<file path="src/design/rename_pkg.sv">
package rename_pkg;

    localparam int xlen      = 32;
    localparam int tag_w     = 4;
    localparam int reg_count = 32;

    typedef logic [4:0] reg_name_t;

    typedef enum logic [3:0] {
        alu_reg,
        alu_imm,
        load,
        store,
        branch,
        lui,
        auipc,
        jal,
        jalr,
        illegal
    } op_class_e;

    // Instruction formats, msb first.
    typedef struct packed {
        logic [6:0] funct7;
        reg_name_t  rs2;
        reg_name_t  rs1;
        logic [2:0] funct3;
        reg_name_t  rd;
        logic [6:0] opcode;
    } r_fmt_t;

    typedef struct packed {
        logic [11:0] imm;
        reg_name_t   rs1;
        logic [2:0]  funct3;
        reg_name_t   rd;
        logic [6:0]  opcode;
    } i_fmt_t;

    typedef struct packed {
        logic [6:0] imm_hi;
        reg_name_t  rs2;
        reg_name_t  rs1;
        logic [2:0] funct3;
        logic [4:0] imm_lo;
        logic [6:0] opcode;
    } s_fmt_t;

    typedef struct packed {
        logic       imm12;
        logic [5:0] imm10_5;
        reg_name_t  rs2;
        reg_name_t  rs1;
        logic [2:0] funct3;
        logic [3:0] imm4_1;
        logic       imm11;
        logic [6:0] opcode;
    } b_fmt_t;

    typedef struct packed {
        logic [19:0] imm;
        reg_name_t   rd;
        logic [6:0]  opcode;
    } u_fmt_t;

    typedef struct packed {
        logic       imm20;
        logic [9:0] imm10_1;
        logic       imm11;
        logic [7:0] imm19_12;
        reg_name_t  rd;
        logic [6:0] opcode;
    } j_fmt_t;

    typedef union packed {
        r_fmt_t r;
        i_fmt_t i;
        s_fmt_t s;
        b_fmt_t b;
        u_fmt_t u;
        j_fmt_t j;
    } inst_word_u;

    typedef struct packed {
        op_class_e        op_class;
        logic [2:0]       funct3;
        logic             funct7_b5;
        reg_name_t        rs1;
        reg_name_t        rs2;
        reg_name_t        rd;
        logic             has_rd;
        logic             uses_rs1;
        logic             uses_rs2;
        logic [xlen-1:0]  imm;
    } decoded_inst_t;

    typedef struct packed {
        logic [xlen-1:0]  value;
        logic [tag_w-1:0] tag;
        logic             ready;
    } src_operand_t;

    typedef struct packed {
        logic             valid;
        reg_name_t        rd;
        logic [tag_w-1:0] tag;
        logic [xlen-1:0]  value;
    } commit_t;

    typedef struct packed {
        op_class_e        op_class;
        logic [2:0]       funct3;
        logic             funct7_b5;
        reg_name_t        rd;
        logic [tag_w-1:0] rd_tag;
        logic [xlen-1:0]  pc;
        logic [xlen-1:0]  imm;
        src_operand_t     rs1;
        src_operand_t     rs2;
    } dispatch_entry_t;

endpackage

</file>
<file path="src/design/inst_decoder.sv">
module inst_decoder (
    input  rename_pkg::inst_word_u    inst,
    output rename_pkg::decoded_inst_t dec
);

    localparam logic [6:0] opc_op     = 7'b0110011;
    localparam logic [6:0] opc_op_imm = 7'b0010011;
    localparam logic [6:0] opc_load   = 7'b0000011;
    localparam logic [6:0] opc_store  = 7'b0100011;
    localparam logic [6:0] opc_branch = 7'b1100011;
    localparam logic [6:0] opc_lui    = 7'b0110111;
    localparam logic [6:0] opc_auipc  = 7'b0010111;
    localparam logic [6:0] opc_jal    = 7'b1101111;
    localparam logic [6:0] opc_jalr   = 7'b1100111;

    logic [rename_pkg::xlen-1:0] imm_i;
    logic [rename_pkg::xlen-1:0] imm_s;
    logic [rename_pkg::xlen-1:0] imm_b;
    logic [rename_pkg::xlen-1:0] imm_u;
    logic [rename_pkg::xlen-1:0] imm_j;

    // All five immediates from the same word, each via its own view.
    assign imm_i = {{20{inst.i.imm[11]}}, inst.i.imm};
    assign imm_s = {{20{inst.s.imm_hi[6]}}, inst.s.imm_hi, inst.s.imm_lo};
    assign imm_b = {{19{inst.b.imm12}}, inst.b.imm12, inst.b.imm11,
                    inst.b.imm10_5, inst.b.imm4_1, 1'b0};
    assign imm_u = {inst.u.imm, 12'b0};
    assign imm_j = {{11{inst.j.imm20}}, inst.j.imm20, inst.j.imm19_12,
                    inst.j.imm11, inst.j.imm10_1, 1'b0};

    always_comb begin
        dec.funct3    = inst.r.funct3;
        dec.funct7_b5 = inst.r.funct7[5];
        dec.rs1       = inst.r.rs1;
        dec.rs2       = inst.r.rs2;
        dec.rd        = inst.r.rd;

        dec.op_class  = rename_pkg::illegal;
        dec.has_rd    = 1'b0;
        dec.uses_rs1  = 1'b0;
        dec.uses_rs2  = 1'b0;
        dec.imm       = '0;

        case (inst.r.opcode)
            opc_op: begin
                dec.op_class = rename_pkg::alu_reg;
                dec.has_rd   = 1'b1;
                dec.uses_rs1 = 1'b1;
                dec.uses_rs2 = 1'b1;
            end
            opc_op_imm: begin
                dec.op_class = rename_pkg::alu_imm;
                dec.has_rd   = 1'b1;
                dec.uses_rs1 = 1'b1;
                dec.imm      = imm_i;
            end
            opc_load: begin
                dec.op_class = rename_pkg::load;
                dec.has_rd   = 1'b1;
                dec.uses_rs1 = 1'b1;
                dec.imm      = imm_i;
            end
            opc_store: begin
                dec.op_class = rename_pkg::store;
                dec.uses_rs1 = 1'b1;
                dec.uses_rs2 = 1'b1;
                dec.imm      = imm_s;
            end
            opc_branch: begin
                dec.op_class = rename_pkg::branch;
                dec.uses_rs1 = 1'b1;
                dec.uses_rs2 = 1'b1;
                dec.imm      = imm_b;
            end
            opc_lui: begin
                dec.op_class = rename_pkg::lui;
                dec.has_rd   = 1'b1;
                dec.imm      = imm_u;
            end
            opc_auipc: begin
                dec.op_class = rename_pkg::auipc;
                dec.has_rd   = 1'b1;
                dec.imm      = imm_u;
            end
            opc_jal: begin
                dec.op_class = rename_pkg::jal;
                dec.has_rd   = 1'b1;
                dec.imm      = imm_j;
            end
            opc_jalr: begin
                dec.op_class = rename_pkg::jalr;
                dec.has_rd   = 1'b1;
                dec.uses_rs1 = 1'b1;
                dec.imm      = imm_i;
            end
            default: begin
                // Unknown opcode, nothing read or written.
                dec.op_class = rename_pkg::illegal;
            end
        endcase
    end

endmodule

</file>
<file path="src/design/rename_regfile.sv">
module rename_regfile (
    input  logic                               clk,
    input  logic                               rst,
    input  logic                               rdy,
    input  logic                               clr,
    input  logic                               alloc_en,
    input  rename_pkg::decoded_inst_t          dec,
    input  logic [rename_pkg::tag_w-1:0]       alloc_tag,
    input  rename_pkg::commit_t                commit,
    output rename_pkg::src_operand_t           rs1_raw,
    output rename_pkg::src_operand_t           rs2_raw
);

    logic [rename_pkg::xlen-1:0]  vals [rename_pkg::reg_count];
    logic [rename_pkg::tag_w-1:0] tags [rename_pkg::reg_count];

    logic commit_hit;
    logic alloc_hit;

    // Register zero is never a target.
    assign commit_hit = commit.valid && (commit.rd != '0);
    assign alloc_hit  = alloc_en && dec.has_rd && (dec.rd != '0);

    function automatic rename_pkg::src_operand_t read_src(
        input rename_pkg::reg_name_t        name,
        input logic [rename_pkg::xlen-1:0]  val,
        input logic [rename_pkg::tag_w-1:0] tag
    );
        rename_pkg::src_operand_t op;
        if (name == '0) begin
            op.value = '0;
            op.tag   = '0;
        end else begin
            op.value = val;
            op.tag   = tag;
        end
        op.ready = (op.tag == '0);
        return op;
    endfunction

    // Reads see the state before the edge.
    assign rs1_raw = read_src(dec.rs1, vals[dec.rs1], tags[dec.rs1]);
    assign rs2_raw = read_src(dec.rs2, vals[dec.rs2], tags[dec.rs2]);

    always_ff @(posedge clk) begin
        if (rst) begin
            for (int i = 0; i < rename_pkg::reg_count; i++) begin
                vals[i] <= '0;
                tags[i] <= '0;
            end
        end else if (rdy || clr) begin
            if (commit_hit) begin
                vals[commit.rd] <= commit.value;
                // Only the latest producer may release the register.
                if (tags[commit.rd] == commit.tag) begin
                    tags[commit.rd] <= '0;
                end
            end

            // Later assignments win over the commit release.
            if (clr) begin
                for (int i = 0; i < rename_pkg::reg_count; i++) begin
                    tags[i] <= '0;
                end
            end else if (alloc_hit) begin
                tags[dec.rd] <= alloc_tag;
            end
        end
    end

endmodule

</file>
<file path="src/design/dispatch_merge.sv">
module dispatch_merge (
    input  logic                               clk,
    input  logic                               rst,
    input  logic                               rdy,
    input  logic                               clr,
    input  logic                               accept,
    input  rename_pkg::decoded_inst_t          dec,
    input  logic [rename_pkg::xlen-1:0]        pc,
    input  logic [rename_pkg::tag_w-1:0]       alloc_tag,
    input  rename_pkg::src_operand_t           rs1_raw,
    input  rename_pkg::src_operand_t           rs2_raw,
    input  rename_pkg::commit_t                commit,
    output logic                               dispatch_valid,
    output rename_pkg::dispatch_entry_t        entry
);

    rename_pkg::dispatch_entry_t entry_next;

    function automatic rename_pkg::src_operand_t resolve(
        input rename_pkg::src_operand_t raw,
        input logic                     used,
        input rename_pkg::commit_t      c
    );
        rename_pkg::src_operand_t op;
        op = raw;
        if (!used) begin
            op.value = '0;
            op.tag   = '0;
            op.ready = 1'b1;
        end else if (c.valid && (raw.tag != '0) && (raw.tag == c.tag)) begin
            // Producer commits this cycle.
            op.value = c.value;
            op.tag   = '0;
            op.ready = 1'b1;
        end
        return op;
    endfunction

    always_comb begin
        entry_next.op_class  = dec.op_class;
        entry_next.funct3    = dec.funct3;
        entry_next.funct7_b5 = dec.funct7_b5;
        entry_next.rd        = dec.rd;
        entry_next.rd_tag    = (dec.has_rd && dec.rd != '0) ? alloc_tag : '0;
        entry_next.pc        = pc;
        entry_next.imm       = dec.imm;
        entry_next.rs1       = resolve(rs1_raw, dec.uses_rs1, commit);
        entry_next.rs2       = resolve(rs2_raw, dec.uses_rs2, commit);
    end

    always_ff @(posedge clk) begin
        if (rst || clr) begin
            dispatch_valid <= 1'b0;
        end else if (rdy) begin
            dispatch_valid <= accept;
        end
    end

    // Entry keeps the last dispatched instruction.
    always_ff @(posedge clk) begin
        if (rst) begin
            entry <= '0;
        end else if (accept) begin
            entry <= entry_next;
        end
    end

endmodule

</file>
<file path="src/design/rename_stage.sv">
module rename_stage (
    input  logic                               clk,
    input  logic                               rst,
    input  logic                               rdy,
    input  logic                               clr,
    input  logic                               inst_valid,
    input  rename_pkg::inst_word_u             inst,
    input  logic [rename_pkg::xlen-1:0]        pc,
    input  logic [rename_pkg::tag_w-1:0]       alloc_tag,
    input  rename_pkg::commit_t                commit,
    output logic                               dispatch_valid,
    output rename_pkg::dispatch_entry_t        entry
);

    rename_pkg::decoded_inst_t dec;
    rename_pkg::src_operand_t  rs1_raw;
    rename_pkg::src_operand_t  rs2_raw;
    logic                      accept;

    // Taken only while the stage is not frozen.
    assign accept = inst_valid && rdy;

    inst_decoder u_decoder (
        .inst (inst),
        .dec  (dec)
    );

    rename_regfile u_regfile (
        .clk       (clk),
        .rst       (rst),
        .rdy       (rdy),
        .clr       (clr),
        .alloc_en  (accept),
        .dec       (dec),
        .alloc_tag (alloc_tag),
        .commit    (commit),
        .rs1_raw   (rs1_raw),
        .rs2_raw   (rs2_raw)
    );

    dispatch_merge u_merge (
        .clk            (clk),
        .rst            (rst),
        .rdy            (rdy),
        .clr            (clr),
        .accept         (accept),
        .dec            (dec),
        .pc             (pc),
        .alloc_tag      (alloc_tag),
        .rs1_raw        (rs1_raw),
        .rs2_raw        (rs2_raw),
        .commit         (commit),
        .dispatch_valid (dispatch_valid),
        .entry          (entry)
    );

endmodule

</file>
<file path="config.mk">
export PLATFORM = sky130hd
export DESIGN_NAME = rename_stage
export DESIGN_NICKNAME = d
export VERILOG_FILES = /design/src/design/rename_pkg.sv /design/src/design/inst_decoder.sv /design/src/design/rename_regfile.sv /design/src/design/dispatch_merge.sv /design/src/design/rename_stage.sv
export SDC_FILE = /design/constraint.sdc
export NUM_CORES = 2
export LEC_CHECK = 0
export BUFFER_PORTS_ARGS = -buffer_cell sky130_fd_sc_hd__buf_2
export CAP_MARGIN = 20
export CORE_ASPECT_RATIO = 0.9
export CORE_UTILIZATION = 41
export CTS_CLUSTER_SIZE = 20
export DETAILED_ROUTE_END_ITERATION = 12
export GPL_ROUTABILITY_DRIVEN = 0
export GPL_TIMING_DRIVEN = 0
export PLACE_DENSITY = 0.55
export SYNTH_ARGS = -nofsm -noshare
export SYNTH_HDL_FRONTEND = slang
export SYNTH_HIERARCHICAL = 1
export SYNTH_SLANG_ARGS = --single-unit
</file>
<file path="constraint.sdc">
create_clock -name clk -period 3.9 [get_ports clk]
set_input_delay 0.78 -clock clk [delete_from_list [all_inputs] [get_ports clk]]
set_output_delay 0.78 -clock clk [all_outputs]
set_load 0.005 [all_outputs]
</file>
==> impl_metrics.toml <==
[clocking]
cts_tree = "done"
cts.htree.levels = 4
clk_latency_ps = 790
root_buffer = "clkbuf_16"
clock_sinks = 1308
numCtsBuffers = 149
ctsHoldBuffers = 0
cts_buffer_depth = 3
clk_pin_slew_worst_paths_ps = 60

[sta]
worst_pin_slew_ps = 1200
hold_viol = 0
drv_slew = 0
max-slew-margin-rel_pct = 19.8
min_period_over_period_pct = 102
setup_viol = 21
rsz0062_at_grt = "true"
fin_skew_ps = 21.7
min_period_ps = 3970
fmax_mhz = 252
setup_slack_ps = -73.5

[setup_path]
critPathMaxFanout = 10
slowest_stage = "nand3_1"
crit_chain = "buf_2, buf_2, buf_2, nand3_1, o22ai_1, a21oi_1, nand2_1, xor2_1, nand4_2, buf_4, o31ai_1"
worstSetupStartpointType = "input pin"
end_kind = "register"
critPathRequiredTime_ps = 4300
crit_arrival_ps = 4380
crit_type = "input pin to register"
cp_common_cell = "buf_2"
r2r_cells = 10
max_stage_delay_ps = 710

[floorplanning]
initial_core_util_pct = 41.2
die_h_um = 393
num_io_pins = 271
rows = 143
die_area_um2 = 171000
core_um2 = 169000
die-width_um = 436

[logic_synthesis]
synth_ff_type = "edfxtp_1"
yosysTopAreaCell = "edfxtp_1"
synth_cell_types = 69
ys_warn_count = 6
mappedNetlistArea_um2 = 69600
synth_edf_count = 1152
async_reset_ff_share_pct = 0
synth_top_cell_area_share_pct = 49.7
syn_inst = 4585
avgSynthCellArea_um2 = 15.2
yosys-top-cells-area = "edfxtp_1, mux4_2, and2_1"
synth_seq_area_share_pct = 54.2
ys_ff_latch = 1308

[drt]
wl_um = 237000
viasPerCell = 5.90
vias = 43893
dr.pass1.iters = 6
ant_nets = 0
drt_iter0_markers = 4998
post-route-drc-count = 0
wl_per_cell_um = 31.8

[global_routing]
antenna_found_initial = 12
grt_pass1_wl_um = 327000
grt_pass1_vias = 42474
grt_use_total_pct = 27.4
grt-ovfl-total = 0
grt_start_max_net_pins = 33

[power_and_ir_drop]
power.density_nw_per_um2 = 437
p_leak_nw = 27.9
max-vdd-ir-drop_v = 0.000418

[layout]
final_util_pct = 47.1
instances_no_fill = 7443
drive_above_1_share_pct = 28.5
multiInputGateArea_um2 = 30100
regArea_um2 = 37700
nets = 5178
final_area_um2 = 79400
fill_cells = 14711
area_delta_synth_final_pct = 14.1

[placed_design]
port_buffers = 266
post-place-cells = 7151
place_area_um2 = 74100
hpwl_um = 184000

[status]
violations = "setup timing"
status = "finished, violations left"

[min_path]
min_path_cells = 2
hold_class = "input pin to register"

[flow_run]
drv_cap = 0
cells in the mapped netlist (all sizes together) (4+ instances only):
cell and number:
and3 7, nand3 31, a211oi 4, a32o 6, a22oi 9, nor3b 8, nand2 94, or2 35
mux2i 238, and2 1121, o21ai 71, a21o 8, nand4b 4, buf 161, a22o 6, nor2b 10
nand4 4, inv 4, o31ai 31, nor3 10, nand2b 15, edfxtp 1152, clkbuf 321, a21oi 14
xor2 8, mux4 741, nand3b 5, nor4 6, nor2 261, dfxtp 156, or3 4, mux2 5
cells by family (layout without fill, tap and decap cells):
logic type	after synthesis	in the layout	synth area share, %
AOI/OAI and AO/OA	169	169	1.64
other	1	52	0.00539
xor gates and xnor gates	10	10	0.126
buffers and inverters	486	1046	3.11
and+or+nand+nor	1627	1627	13.4
muxes	984	984	27.5
DFF	1308	1308	54.2
critical path, delay by kind of cell:
family,cells,cell delay (ps)
compound gates,3,1180
buf+inv,4,1130
simple gates,3,1080
xor+xnor,1,190
repair_timing:
item / CTS / global route
setup endpoints to repair: 82 / 133
resized for setup: 52 / 43
buffers inserted: 3 / 7
pin swaps: 1 / 0
cell usage in the layout, fill, tap and decap left out, types with 42 or more instances in the layout:
cell type  synthesis  routed
edfxtp_1        1152    1152
dfxtp_1          156     156
mux2i_1          238     220
nor2_1           261     258
and2_1          1121    1121
buf_2             89     350
nand2_1           94      94
mux4_2           741     741
clkbuf_16          0     151
clkbuf_1         320     339
o21ai_1           42      42
state kept, by name, indices dropped and copies added (netlist names):
| signal | flops |
|---|---|
| u_merge/dispatch_valid | 1 |
| u_merge/entry | 155 |
| u_regfile/tags | 128 |
| u_regfile/vals | 1024 |
final timing paths:
path | to | from | slack (ps)
max reg2reg | u_merge/entry[7]$_SDFFE_PP0P_ | u_regfile/tags[31][0]$_SDFFCE_PN0P_ | 200
max | u_regfile/tags[13][3]$_SDFFCE_PN0P_ | commit[38] | -70
min | u_merge/dispatch_valid$_SDFFE_PP0P_ | clr | 230
min reg2reg | u_merge/entry[30]$_SDFFE_PP0P_ | u_merge/entry[30]$_SDFFE_PP0P_ | 440
power by group:
part,switching (mW),internal [mW],leakage [nW]
clock,5.91,7.97,2.33
sequential,0.376,15.9,12.4
combinational,2.63,1.89,13.2
total,8.91,25.8,27.9
stage by stage:
| stage | power, mW | setup TNS, ps | setup slack, ps | hold WS [ps] |
|---|---|---|---|---|
| after global placement | 20.8 | -1235100 | -2410 | 437 |
| final | 34.7 | -633 | -73.5 | 233 |
| after detailed placement | 20.9 | -637620 | -2060 | 443 |
| after floorplan | 19.1 | 0 | 31.8 | 445 |
| after global routing | 35.7 | -851 | -65.5 | 212 |
| after CTS | 34.8 | 0 | 9.54 | 180 |
layer usage:
layer / share of wire [%] / GRT usage [%] / wire [um] / vias up
met5: 0 / 0 / 0 / -
met4: 2.5 / 6.97 / 5810 / 0
met3: 9.8 / 6.81 / 23300 / 260
met2: 44 / 40.9 / 105000 / 2043
met1: 43 / 40.0 / 102000 / 23128
li1: - / - / - / 18462
layout make-up:
class / count / area share (%)
clock inverters: 75 / 0.959
multi-input cells: 2826 / 37.9
flip-flops and latches: 1308 / 47.5
diodes: 16 / 0.0504
clock buffers: 193 / 5.05
plain buffers: 478 / 2.90
inverters: 4 / 0.0189
well taps: 2247 / 3.54
repair buffers: 296 / 2.12
Power figures use the tool's default switching activity.
